**src/logic/addr_cfg.svh**
```systemverilog
/* widths, thread count, address map and write delay of the address translation stage
   include wherever one of these values is needed */
`ifndef ADDR_CFG_SVH
`define ADDR_CFG_SVH

// ####################
// widths
`define ADDR_WIDTH              12
`define THREAD_WIDTH            2

// ####################
// threads
`define THREAD_COUNT            4
`define ADDR_INITIAL_THREAD     0

// ####################
// address map, high memory and I/O never overlap
`define ADDR_HIGHMEM_BASE       12'hC00
`define ADDR_HIGHMEM_COUNT      1024
`define ADDR_IO_BASE            12'hBF0
`define ADDR_IO_COUNT           16
// one offset word per thread
`define ADDR_OFFSET_BASE        12'hBE0
`define ADDR_OFFSET_COUNT       4

// cycles from write acceptance to table update
`define ADDR_OFFSET_WRITE_DELAY 1

`endif

```
**src/logic/addr_pkg.sv**
```systemverilog
/* types shared by the stages of the address translation pipeline
   import with a wildcard in the module header */
`include "addr_cfg.svh"

package addr_pkg;

    // ####################
    // plain vectors

    // address, or an offset added to one
    typedef logic [`ADDR_WIDTH-1:0] addr_t;

    // hardware thread number
    typedef logic [`THREAD_WIDTH-1:0] thread_t;

    // ####################
    // stage payloads

    // decode to execute
    typedef struct packed {
        addr_t addr;
        logic  use_raw;
    } decoded_addr_t;

    // decode to offset table, thread is the slot owner
    typedef struct packed {
        logic    wren;
        thread_t thread;
        addr_t   data;
    } offset_write_t;

endpackage

```
**src/logic/addr_decode.sv**
```systemverilog
/* decode stage, classifies the address against the map and registers it
   also spots writes into the offset window and tags them with the slot owner */
`timescale 1ns/1ns
`include "addr_cfg.svh"

module addr_decode
    import addr_pkg::*;
(
    input  logic          clock,
    input  logic          arst_n,
    input  addr_t         addr_in,
    input  addr_t         write_addr,
    input  addr_t         write_data,
    input  thread_t       current_thread,
    output decoded_addr_t decoded,
    output offset_write_t offset_write
);

    logic in_highmem;
    logic in_io;
    logic in_window;

    // compare as int, high memory ends past the top of a 12 bit address
    function automatic logic in_range(input addr_t addr, input int base, input int count);
        int addr_int;
        addr_int = int'(addr);
        return (addr_int >= base) && (addr_int < base + count);
    endfunction

    // ####################
    // read address

    assign in_highmem = in_range(addr_in, int'(`ADDR_HIGHMEM_BASE), `ADDR_HIGHMEM_COUNT);
    assign in_io      = in_range(addr_in, int'(`ADDR_IO_BASE), `ADDR_IO_COUNT);

    // ranges are disjoint, so either hit means raw
    always_ff @(posedge clock or negedge arst_n) begin
        if (!arst_n) begin
            decoded <= '0;
        end else begin
            decoded.addr    <= addr_in;
            decoded.use_raw <= in_highmem | in_io;
        end
    end

    // ####################
    // offset write

    assign in_window = in_range(write_addr, int'(`ADDR_OFFSET_BASE), `ADDR_OFFSET_COUNT);

    // any word in the window sets the issuing thread's own entry
    always_comb begin
        offset_write.wren   = in_window;
        offset_write.thread = current_thread;
        offset_write.data   = write_data;
    end

endmodule

```
**src/logic/addr_execute.sv**
```systemverilog
/* execute stage, adds the thread offset and registers the final address
   raw addresses bypass the adder through the same output register */
`timescale 1ns/1ns
`include "addr_cfg.svh"

module addr_execute
    import addr_pkg::*;
(
    input  logic          clock,
    input  logic          arst_n,
    input  decoded_addr_t decoded,
    input  addr_t         offset,
    output addr_t         addr_out
);

    addr_t offset_addr;

    // carry out of the top bit is dropped, so the sum wraps
    always_comb begin
        offset_addr = decoded.addr + offset;
    end

    // ####################
    // result select

    always_ff @(posedge clock or negedge arst_n) begin
        if (!arst_n) begin
            addr_out <= '0;
        end else if (decoded.use_raw) begin
            addr_out <= decoded.addr;
        end else begin
            addr_out <= offset_addr;
        end
    end

endmodule

```
**src/logic/addr_translate.sv**
```systemverilog
/* address translation stage of the barrel processor, two cycles from addr_in to addr_out
   writes into the offset window set the issuing thread's private data offset */
`timescale 1ns/1ns
`include "addr_cfg.svh"

module addr_translate
    import addr_pkg::*;
(
    input  logic  clock,
    input  logic  arst_n,
    input  addr_t addr_in,
    input  addr_t write_addr,
    input  addr_t write_data,
    output addr_t addr_out
);

    thread_t       current_thread;
    decoded_addr_t decoded;
    offset_write_t offset_write;
    addr_t         offset;

    // ####################
    // slot owner

    thread_counter i_thread_counter (
        .clock          (clock),
        .arst_n         (arst_n),
        .current_thread (current_thread)
    );

    // ####################
    // first stage, decode and table read in parallel

    addr_decode i_addr_decode (
        .clock          (clock),
        .arst_n         (arst_n),
        .addr_in        (addr_in),
        .write_addr     (write_addr),
        .write_data     (write_data),
        .current_thread (current_thread),
        .decoded        (decoded),
        .offset_write   (offset_write)
    );

    offset_table i_offset_table (
        .clock          (clock),
        .arst_n         (arst_n),
        .offset_write   (offset_write),
        .current_thread (current_thread),
        .offset         (offset)
    );

    // ####################
    // second stage

    addr_execute i_addr_execute (
        .clock    (clock),
        .arst_n   (arst_n),
        .decoded  (decoded),
        .offset   (offset),
        .addr_out (addr_out)
    );

endmodule

```
**src/logic/offset_table.sv**
```systemverilog
/* per-thread offset storage with a delayed write port and a registered read port
   read with the slot owner, written by window writes tagged in decode */
`timescale 1ns/1ns
`include "addr_cfg.svh"

module offset_table
    import addr_pkg::*;
(
    input  logic          clock,
    input  logic          arst_n,
    input  offset_write_t offset_write,
    input  thread_t       current_thread,
    output addr_t         offset
);

    localparam int DELAY = `ADDR_OFFSET_WRITE_DELAY;

    // stage 0 is the incoming write, the last stage drives the array
    offset_write_t write_pipe [0:DELAY];
    addr_t         offsets [`THREAD_COUNT];

    assign write_pipe[0] = offset_write;

    // ####################
    // write delay line

    for (genvar i = 1; i <= DELAY; i++) begin : g_write_stage
        always_ff @(posedge clock or negedge arst_n) begin
            if (!arst_n) begin
                write_pipe[i] <= '0;
            end else begin
                write_pipe[i] <= write_pipe[i-1];
            end
        end
    end

    // ####################
    // storage

    always_ff @(posedge clock) begin
        if (write_pipe[DELAY].wren) begin
            offsets[write_pipe[DELAY].thread] <= write_pipe[DELAY].data;
        end
    end

    // lines up with the decode register of the same slot
    always_ff @(posedge clock or negedge arst_n) begin
        if (!arst_n) begin
            offset <= '0;
        end else begin
            offset <= offsets[current_thread];
        end
    end

endmodule

```
**src/logic/thread_counter.sv**
```systemverilog
/* round-robin slot counter, one thread owns each cycle
   shared by decode and the offset table so both agree on the slot owner */
`timescale 1ns/1ns
`include "addr_cfg.svh"

module thread_counter
    import addr_pkg::*;
(
    input  logic    clock,
    input  logic    arst_n,
    output thread_t current_thread
);

    localparam thread_t LAST_THREAD    = thread_t'(`THREAD_COUNT - 1);
    localparam thread_t INITIAL_THREAD = thread_t'(`ADDR_INITIAL_THREAD);

    // wrap explicitly, thread count need not be a power of two
    always_ff @(posedge clock or negedge arst_n) begin
        if (!arst_n) begin
            current_thread <= INITIAL_THREAD;
        end else if (current_thread == LAST_THREAD) begin
            current_thread <= '0;
        end else begin
            current_thread <= current_thread + thread_t'(1);
        end
    end

endmodule
```
**config.mk**
```make
export PLATFORM = sky130hd
export DESIGN_NAME = addr_translate
export DESIGN_NICKNAME = d
export VERILOG_FILES = /design/src/logic/addr_pkg.sv /design/src/logic/addr_decode.sv /design/src/logic/addr_execute.sv /design/src/logic/addr_translate.sv /design/src/logic/offset_table.sv /design/src/logic/thread_counter.sv
export VERILOG_INCLUDE_DIRS = /design/src /design/src/logic
export SDC_FILE = /design/constraint.sdc
export NUM_CORES = 1
export LEC_CHECK = 0
export BUFFER_PORTS_ARGS = -buffer_cell sky130_fd_sc_hd__buf_2
export CAP_MARGIN = 20
export CORE_ASPECT_RATIO = 1.4
export CORE_UTILIZATION = 55
export CTS_CLUSTER_DIAMETER = 100
export DETAILED_ROUTE_END_ITERATION = 7
export GPL_TIMING_DRIVEN = 0
export PLACE_DENSITY = 0.75
export SYNTH_ARGS = -nofsm -noshare
export SYNTH_HDL_FRONTEND = slang
export SYNTH_SLANG_ARGS = --single-unit
```
**constraint.sdc**
```tcl
create_clock -name clock -period 2.2 [get_ports clock]
set_input_delay 0 -clock clock [delete_from_list [all_inputs] [get_ports clock]]
set_output_delay 0 -clock clock [all_outputs]
set_load 0.03 [all_outputs]
```
Word-level counts from Yosys, hierarchy flattened. Memories as Yosys holds them, arrays and structs flattened. A register that Yosys moved wholly into a read port is not among the register bits. Cells that the tools add are included.

Add/sub/neg operators: 2. Magnitude comparators: 5. Equality and inequality tests: 1. Mux-type cells: 4. Bitwise logic cells: 1. Reduce and logical (&&, ||, !) cells: 3.

Operators by type and width (number): 12-bit greater-or-equal comparator, second input constant (3); 12-bit less-than comparator, second input constant (2); 12-bit adder (1); 12-bit two-way mux (1); 2-bit by 1-bit adder with 2-bit output, second input constant (1); 2-bit == test, second input constant (1); 1-bit logical AND (2); 1-bit two-way mux (2); 2-bit two-way mux (1); 1-bit zero test (1); 1-bit bitwise OR (1).

Register bits: 42. Bits in writable memories: 48. Input port bits: 38. Output and inout bits: 12. Logic and storage cells: 24. Memories: 1.

Memories: i_offset_table.offsets (depth 4, width 12, rd ports 1, clocked after Yosys merged registers in 1, wr ports 1, RTL line offset_table.sv:20) `` addr_t offsets [`THREAD_COUNT]; ``.

Depth between registers and ports, before layout. Gate-level depths: netlist of run 1.

Word-level depth: 3. Depth in mapped cells: 8. Depth with buffers taken out: 8.

By module. From an unflattened synthesis of run 1, not the netlist that was laid out.

Cells, all modules: 242. Area, all modules: 3962.6 um^2.

Modules (own cells, without submodules): offset_table (instances 1, cells each 93, area an instance 2442.3 um^2, sequential area each 2117.0 um^2); addr_execute (instances 1, cells each 110, area an instance 965.9 um^2, sequential area each 300.3 um^2); addr_decode (instances 1, cells each 35, area an instance 488.0 um^2, sequential area each 325.3 um^2); thread_counter (instances 1, cells each 4, area an instance 66.3 um^2, sequential area each 50.0 um^2).

Worst setup path after synthesis of run 1. OpenSTA, ideal clock, no wires.

Kind: register to register. Start: register, netlist name i_addr_decode.decoded[1]. End: register i_addr_execute.addr_out[10]. Library setup time: 130 ps. Data arrival time: 1889 ps. Data required time: 2070 ps. Setup slack: 180 ps. Stages on the path, launching flop included: 9. Buffers on the path: 0. Period minus slack after synthesis: 2020 ps. Cell sequence: dfrtp_1 ha_1 inv_1 fa_1 nor2b_4 o31a_1 o31a_1 a2111oi_4 nor3b_2.

Longest elaborated chain between the ends: 2.

Ends and longest elaborated chain: 12-bit adder (RTL line addr_execute.sv:20) `offset_addr = decoded.addr + offset;`; 12-bit two-way mux (RTL line addr_execute.sv:29) `end else if (decoded.use_raw) begin`; end signal, assigned (RTL line addr_execute.sv:30) `addr_out <= decoded.addr;`; end signal, assigned (RTL line addr_execute.sv:32) `addr_out <= offset_addr;`; end, declared (RTL line addr_execute.sv:13) `output addr_t addr_out`.

Every way passes these cells.

Worst setup path in the final report of run 1.
Start: register, netlist name i_addr_decode.decoded[1]. End: register i_addr_execute.addr_out[10].

Longest elaborated chain between the ends: 2.

Ends and longest elaborated chain (RTL line): 12-bit adder (addr_execute.sv:20); 12-bit two-way mux (addr_execute.sv:29).

Every way passes these cells.

==> out/results.tsv, run 1 <==
metric	value	unit
biggest fanout along the worst timing path	4	
die extent in x	73.1	um
transition time of the tightest slew-check pin	0.691	ns
CTS Buf Count	9	
overall global routing resource usage	20.1	%
cell type contributing the most total cell area after synthesis	sky130_fd_sc_hd__edfxtp_1	
clk root buf	sky130_fd_sc_hd__clkbuf_8	
cell area after synthesis	3890	sq um
number of vias after detailed routing	2231	
setup TNS	0	ns
CTS clk-pin slew, worst paths	0.09	ns
Yosys reg bits	102	
number of global-route vias before repair	2328	
count of flip-flops with a built-in enable after synthesis	48	
Synth area leaders	sky130_fd_sc_hd__edfxtp_1 37%, sky130_fd_sc_hd__dfrtp_1 35%, sky130_fd_sc_hd__mux4_2 6.9%, sky130_fd_sc_hd__ha_1 3.9%, sky130_fd_sc_hd__a21o_1 1.4%	
setup repair after global routing missed its margin	yes	
category of the worst setup path capture point	flop	
total cell area at the placement stage	4280	sq um
remaining routing DRC violations	0	
routability-driven placement congestion ratio	0.780	
Syn Area/Cell	16.9	sq um
final worst setup slack	0.0593	ns
sequential share of the synthesized area	71.8	%
number of DRC violations after detailed-routing iteration 0	92	
most common library cell in the layout ignoring fill and taps	sky130_fd_sc_hd__dfrtp_1	
maxcap violations	0	
Warnings, synthesis	0	
count of endpoints failing setup in the final report	0	
final core utilization	71.5	%
category of the worst setup path launch point	flop	
insertion delay of the later-clocked pin in the worst-skew pair	0.35	ns
clock tree from TritonCTS	built	
WS Path Type	flop to flop	
final worst clock skew	0.00992	ns
predominant post-synthesis flop cell	sky130_fd_sc_hd__dfrtp_1	
via density per instance	5.35	
Area Growth Syn to Fin	23.1	%
Peak supply drop	0.531	mV
proportion of layout cells with a drive suffix above 1	27.4	%
number of library cell types mapped by synthesis	47	
wire length per cell	15.4	um
commonest non-fill, non-tap cells in the layout	54 x sky130_fd_sc_hd__dfrtp_1, 48 x sky130_fd_sc_hd__buf_2, 48 x sky130_fd_sc_hd__edfxtp_1	
CP arrival	2.38	ns
standard-cell rows	35	
die area	7420	sq um
Tightest Hold Check Type	input pin to async pin	
final worst path period share	97.3	%
H-tree levels	3	
initial standard-cell utilization of the core	58.1	%
number of pins exceeding their max-slew limit in the final report	0	
Slew Limit Headroom	53.7	%
Max Clk Rate	467	MHz
critical path data required time	2.44	ns
Synthesized Nets	281	
total I/O pin count	50	
Final Cell Area	4790	sq um
height of the chip	102	um
pre-CTS worst setup slack	-0.0173	ns
Hold Violations, Final	0	
outcome	complete, no violations	
power density of the placed cells	737	nW/um^2
maximum number of pins on one net before global-route repair	35	
Buffers on Ports	47	
global-route wire length before repair	10.6	mm
Gate Count Post-Synth	230	
final antenna diode count	0	
remaining number of nets flagged by the antenna check after routing	0	
GRT Residual Overflow	0	
core outline area	6700	sq um
area share of the largest cell type after synthesis	37.0	%
async set-reset flop share out of synthesis	52.9	%
Fin Hold WS	0.130	ns
path depth of the worst reg2reg path	8	
maximum count of clock buffers along a single path	2	
final HPWL from detailed placement	4.32	mm
1st-pass router iterations	4	
wire length reported by the detailed router	6.40	mm
final critical delay including setup and external delays	2.14	ns
number of clock sinks seen by CTS	102	
Nets	371	
leakage power summed over all cells	1.95	nW
initial antenna violation count	0	
-- routing by layer --
metal	GRT usage [%]	routed length, um	vias up
met2	37.1	3520	59
met3	5.17	212	9
met5	0	0	-
met1	21.0	2570	1096
met4	9.20	99	0
li1	-	-	1067
-- kinds of logic after synthesis --
group | Yosys count | share of synthesized area [%]
xor gates and xnor gates | 4 | 0.900
and+or+nand+nor | 41 | 6.05
AOI/OAI and AO/OA | 45 | 8.49
DFF | 102 | 71.8
adders and majority gates | 13 | 4.37
muxes | 13 | 7.23
buffers and inverters | 12 | 1.19
-- power by group --
group,switching (mW),internal [mW]
clock,0.640,0.546
sequential,0.0253,2.04
combinational,0.153,0.123
total,0.818,2.71
-- Yosys cell counts (2+ instances only) --
master	count
sky130_fd_sc_hd__and3_1	2
sky130_fd_sc_hd__a31oi_1	2
sky130_fd_sc_hd__xor2_1	3
sky130_fd_sc_hd__a21o_1	7
sky130_fd_sc_hd__o31a_1	2
sky130_fd_sc_hd__mux4_2	12
sky130_fd_sc_hd__buf_1	2
sky130_fd_sc_hd__nand3_1	2
sky130_fd_sc_hd__edfxtp_1	48
sky130_fd_sc_hd__o21a_1	4
sky130_fd_sc_hd__ha_1	12
sky130_fd_sc_hd__a21oi_1	5
sky130_fd_sc_hd__dfrtp_1	54
sky130_fd_sc_hd__nor3_1	3
sky130_fd_sc_hd__nor2_1	8
sky130_fd_sc_hd__nand4_1	5
sky130_fd_sc_hd__nand2_1	10
sky130_fd_sc_hd__o21ai_0	9
sky130_fd_sc_hd__inv_1	6
sky130_fd_sc_hd__clkbuf_1	3
sky130_fd_sc_hd__a211oi_1	5
-- repair_timing --
item	in CTS	in global routing
pin swaps	0	6
setup buffers	0	2
hold endpoints to repair	80	0
hold buffers	27	0
endpoints found under the setup margin	1	1
gates resized for setup	1	3
gates cloned	0	0
-- sequential cells by signal, summed over array words and instances, names as in the netlist --
| signal | cells |
|---|---|
| i_offset_table.offsets | 48 |
| i_offset_table.offset | 12 |
| i_thread_counter.current_thread | 2 |
| i_addr_execute.addr_out | 12 |
| i_offset_table.write_pipe | 15 |
| i_addr_decode.decoded | 13 |
-- worst max-delay path: stages (launching register included) --
cell and delay (ns):
sky130_fd_sc_hd__dfrtp_1 0.39, sky130_fd_sc_hd__ha_2 0.19, sky130_fd_sc_hd__inv_2 0.06, sky130_fd_sc_hd__fa_2 0.24, sky130_fd_sc_hd__nor2b_4 0.05, sky130_fd_sc_hd__o31a_1 0.32
sky130_fd_sc_hd__o31a_1 0.37, sky130_fd_sc_hd__a2111oi_4 0.33, sky130_fd_sc_hd__nor3b_2 0.07
-- area by class of cell --
class	instances	area (sq um)
buffer	6	23.8
clock buffer	10	128
clock inverter	6	77.6
multi-input combinational	116	1070
inverter	6	22.5
sequential	102	2790
fill	447	1910
timing repair buffer	79	563
tap	92	115
-- metrics by stage --
stage / std cells / total power [mW]
floorplan: 230 / 2.24
global placement: 369 / 2.33
detailed placement: 371 / 2.34
CTS: 414 / 3.56
global route: 417 / 3.69
finish: 417 / 3.53
-- path summary, 6_finish.rpt --
| path | start | endpoint | slack, ns |
|---|---|---|---|
| max reg2reg | i_addr_decode.decoded[1]$_DFF_PN0_ | i_addr_execute.addr_out[10]$_DFF_PN0_ | 0.06 |
| min in group clock | write_data[0] | i_offset_table.write_pipe[0]$_DFF_PN0_ | 0.28 |
| min | arst_n | i_addr_execute.addr_out[1]$_DFF_PN0_ | 0.13 |
| max | i_addr_decode.decoded[1]$_DFF_PN0_ | i_addr_execute.addr_out[10]$_DFF_PN0_ | 0.06 |
| max in group asynchronous | arst_n | i_offset_table.write_pipe[7]$_DFF_PN0_ | 1.53 |
| min reg2reg | i_thread_counter.current_thread[1]$_DFF_PN0_ | i_offset_table.write_pipe[13]$_DFF_PN0_ | 0.49 |
Note: power is estimated with default switching activity, not from simulation.
==> run 2: changes to the inputs <==
- ABC_AREA: unset -> 1
==> run 2 against run 1 <==
Critical path type unchanged. Maximum frequency rose by 19%. Largest power group unchanged. First-iteration DRC count rose by 62%. Utilization fell by 1.4 points.
==> out/results.tsv, run 2 <==
metric	value	unit	change
sequential share of the synthesized area	70.2	%	was 71.8%
height of the chip	103	um	was 102 um
R2R Setup Slk	0.39	ns	was 0.06 ns
biggest fanout along the worst timing path	4		unchanged
final worst clock skew	0.00517	ns	was 0.00992 ns
CTS Buf Count	9		unchanged
clk root buf	sky130_fd_sc_hd__clkbuf_8		unchanged
die area	7580	sq um	was 7420 sq um
DP Cell Count	488		was 371
proportion of layout cells with a drive suffix above 1	17.4	%	was 27.4%
WS Path Type	flop to flop		unchanged
final worst path period share	82.1	%	was 97.3%
Nets	482		was 371
Hold Violations, Final	0		unchanged
total chip power	3.56	mW	was 3.53 mW
cell type contributing the most total cell area after synthesis	sky130_fd_sc_hd__edfxtp_1		unchanged
number of vias after detailed routing	2749		was 2231
area share of the largest cell type after synthesis	36.2	%	was 37.0%
commonest non-fill, non-tap cells in the layout	66 x sky130_fd_sc_hd__nand2_1, 54 x sky130_fd_sc_hd__dfrtp_1, 50 x sky130_fd_sc_hd__buf_2		was 54 x sky130_fd_sc_hd__dfrtp_1, 48 x sky130_fd_sc_hd__buf_2, 48 x sky130_fd_sc_hd__edfxtp_1
number of library cell types mapped by synthesis	25		was 47
final worst setup slack	0.395	ns	was 0.0593 ns
Warnings, synthesis	0		unchanged
global-route wire length before repair	13.1	mm	was 10.6 mm
predominant post-synthesis flop cell	sky130_fd_sc_hd__dfrtp_1		unchanged
async set-reset flop share out of synthesis	52.9	%	unchanged
maximum count of clock buffers along a single path	2		unchanged
pre-CTS worst setup slack	0.395	ns	was -0.0173 ns
final critical delay including setup and external delays	1.81	ns	was 2.14 ns
routability-driven placement congestion ratio	0.875		was 0.780
Peak supply drop	0.609	mV	was 0.531 mV
setup repair after global routing missed its margin	no		was yes
H-tree levels	3		unchanged
final antenna diode count	0		unchanged
outcome	complete, no violations		unchanged
Tightest Hold Check Type	input pin to async pin		unchanged
Yosys reg bits	102		unchanged
power density of the placed cells	728	nW/um^2	was 737 nW/um^2
count of endpoints failing setup in the final report	0		unchanged
transition time of the tightest slew-check pin	0.672	ns	was 0.691 ns
critical path data required time	2.49	ns	was 2.44 ns
Max Clk Rate	554	MHz	was 467 MHz
total cell area at the placement stage	4410	sq um	was 4280 sq um
wire length per cell	15.4	um	about the same
flip-flop count of the largest register after layout	48		unchanged
remaining routing DRC violations	0		unchanged
Resized cells post-CTS	0		was 1
Crit-path slowest cell	sky130_fd_sc_hd__fa_1		was sky130_fd_sc_hd__dfrtp_1
total I/O pin count	50		unchanged
number of clock sinks seen by CTS	102		unchanged
Post-Layout Cell Count	531		was 417
Synth area leaders	sky130_fd_sc_hd__edfxtp_1 36%, sky130_fd_sc_hd__dfrtp_1 34%, sky130_fd_sc_hd__nand2_1 6.2%, sky130_fd_sc_hd__ha_1 3.8%, sky130_fd_sc_hd__nor2_1 3.7%		was sky130_fd_sc_hd__edfxtp_1 37%, sky130_fd_sc_hd__dfrtp_1 35%, sky130_fd_sc_hd__mux4_2 6.9%, sky130_fd_sc_hd__ha_1 3.9%, sky130_fd_sc_hd__a21o_1 1.4%
maxcap violations	0		unchanged
category of the worst setup path capture point	flop		unchanged
remaining number of nets flagged by the antenna check after routing	0		unchanged
overall global routing resource usage	24.4	%	was 20.1%
Cell Chain, Critical Path	ha_1, inv_1, fa_1, inv_1, nand3_1, nand3_2, nand2_1, a21oi_1, nor2_1, nor2_1		was ha_2, inv_2, fa_2, nor2b_4, o31a_1, o31a_1, a2111oi_4, nor3b_2
cell area after synthesis	3980	sq um	was 3890 sq um
most common library cell in the layout ignoring fill and taps	sky130_fd_sc_hd__nand2_1		was sky130_fd_sc_hd__dfrtp_1
capture point of the worst path	i_addr_execute.addr_out[8]$_DFF_PN0_		was i_addr_execute.addr_out[10]$_DFF_PN0_
number of DRC violations after detailed-routing iteration 0	149		was 92
1st-pass router iterations	4		unchanged
insertion delay of the later-clocked pin in the worst-skew pair	0.35	ns	about the same
reg2reg start	i_addr_decode.decoded[1]$_DFF_PN0_		unchanged
terminus of the critical flop-to-flop path	i_addr_execute.addr_out[8]$_DFF_PN0_		was i_addr_execute.addr_out[10]$_DFF_PN0_
clock tree from TritonCTS	built		unchanged
GRT Residual Overflow	0		unchanged
count of flip-flops with a built-in enable after synthesis	48		unchanged
Final Cell Area	4890	sq um	was 4790 sq um
core outline area	6980	sq um	was 6700 sq um
highest cell delay on the worst timing path	0.37	ns	was 0.39 ns
wire length reported by the detailed router	8.16	mm	was 6.40 mm
die extent in x	73.9	um	was 73.1 um
initial standard-cell utilization of the core	57.0	%	was 58.1%
CP arrival	2.10	ns	was 2.38 ns
path depth of the worst reg2reg path	10		was 8
Buffers on Ports	47		unchanged
library cell with the highest instance count after synthesis	sky130_fd_sc_hd__nand2_1		was sky130_fd_sc_hd__dfrtp_1
startpoint of the most critical setup path	i_addr_decode.decoded[1]$_DFF_PN0_		unchanged
cell types with the highest counts after synthesis	66 x sky130_fd_sc_hd__nand2_1, 54 x sky130_fd_sc_hd__dfrtp_1, 48 x sky130_fd_sc_hd__edfxtp_1		was 54 x sky130_fd_sc_hd__dfrtp_1, 48 x sky130_fd_sc_hd__edfxtp_1, 12 x sky130_fd_sc_hd__ha_1, 12 x sky130_fd_sc_hd__mux4_2, 10 x sky130_fd_sc_hd__nand2_1
Synthesized Nets	392		was 281
CTS clk-pin slew, worst paths	0.09	ns	about the same
leakage power summed over all cells	2.14	nW	was 1.95 nW
standard-cell rows	36		was 35
Gate Count Post-Synth	341		was 230
Area Growth Syn to Fin	23.1	%	about the same
via density per instance	5.18		was 5.35
number of pins exceeding their max-slew limit in the final report	0		unchanged
Syn Area/Cell	11.7	sq um	was 16.9 sq um
category of the worst setup path launch point	flop		unchanged
number of global-route vias before repair	2876		was 2328
initial antenna violation count	0		unchanged
Slew Limit Headroom	55.0	%	was 53.7%
final HPWL from detailed placement	5.69	mm	was 4.32 mm
maximum number of pins on one net before global-route repair	37		was 35
## run 2: cell count changes in the layout (fill, tap and decap cells not counted), moves of 3 or more
cell / before / now
sky130_fd_sc_hd__mux4_2: 12 / 0
sky130_fd_sc_hd__inv_1: 5 / 31
sky130_fd_sc_hd__o22ai_1: 0 / 12
sky130_fd_sc_hd__nand3_1: 2 / 13
sky130_fd_sc_hd__nor3_1: 3 / 0
sky130_fd_sc_hd__nand2_1: 10 / 66
sky130_fd_sc_hd__o21ai_0: 9 / 29
sky130_fd_sc_hd__nor2_1: 8 / 39
sky130_fd_sc_hd__o21a_1: 4 / 1
sky130_fd_sc_hd__a21o_1: 7 / 0
sky130_fd_sc_hd__xor2_1: 3 / 0
sky130_fd_sc_hd__a211oi_1: 4 / 0
sky130_fd_sc_hd__nor3_2: 0 / 4
## run 2: where the power goes
part | internal [mW] | leakage (nW) | switching, mW
sequential | 2.04 | 1.07 | 0.0252
combinational | 0.114 | 0.962 | 0.160
clock | 0.624 | 0.102 | 0.597
total | 2.78 | 2.14 | 0.782
## run 2: worst max-delay path, delay by kind of cell, from the launching register on
family | cells | cell delay (ns)
AOI/OAI and AO/OA | 1 | 0.17
adders and majority gates | 2 | 0.57
buffers and inverters | 2 | 0.19
DFF | 1 | 0.36
and+or+nand+nor | 5 | 0.44
## run 2: worst min-delay path by stage
stage,start,cells after the start,endpoint,slack [ns]
2_1_floorplan,arst_n,0,i_addr_decode.decoded[0]$_DFF_PN0_,-0.30
3_3_place_gp,write_data[7],1,i_offset_table.write_pipe[7]$_DFF_PN0_,0.11
3_5_place_dp,arst_n,1,i_addr_execute.addr_out[1]$_DFF_PN0_,-0.02
4_1_cts,arst_n,2,i_addr_execute.addr_out[1]$_DFF_PN0_,0.12
5_1_grt,arst_n,2,i_addr_execute.addr_out[9]$_DFF_PN0_,0.15
6_report,arst_n,2,i_addr_execute.addr_out[1]$_DFF_PN0_,0.12
## run 2: stage by stage
step / hold WS, ns / utilization, % / setup TNS (ns)
after floorplan: -0.296 / - / 0
after global placement: 0.107 / 62.0 / -3.28
after detailed placement: -0.0244 / 63.2 / 0
after CTS: 0.119 / 70.1 / 0
after global routing: 0.149 / 70.1 / 0
final: 0.117 / 70.1 / 0
## run 2: logic make-up after synthesis
group                      Yosys count  share of synthesized area [%]
AOI/OAI and AO/OA                   50                           6.76
xor gates and xnor gates             3                          0.661
adders and majority gates           13                           4.28
buffers and inverters               39                           3.96
DFF                                102                           70.2
and+or+nand+nor                    134                           14.1
## run 2: final cells by class
class                           instances  area [sq um]
Timing Repair Buffer                   79           567
Clock inverter                          3          41.3
Fill cell                             470          2090
Clock buffer                           13           170
Sequential cell                       102          2790
Buffer                                  7          37.5
Multi-Input combinational cell        200          1050
Tap cell                               95           119
Inverter                               32           120
## run 2: metal layers
metal,global-route usage (%),routed length (um),up-vias
met4,13.9,138,0
met5,0,0,-
li1,-,-,1334
met1,24.4,2980,1348
met2,46.6,4860,59
met3,4.20,181,8
## run 2: timing repair
action	4_1_cts	5_1_grt
hold buffers	27	0
hold endpoints to repair	80	0
buffers inserted	0	0
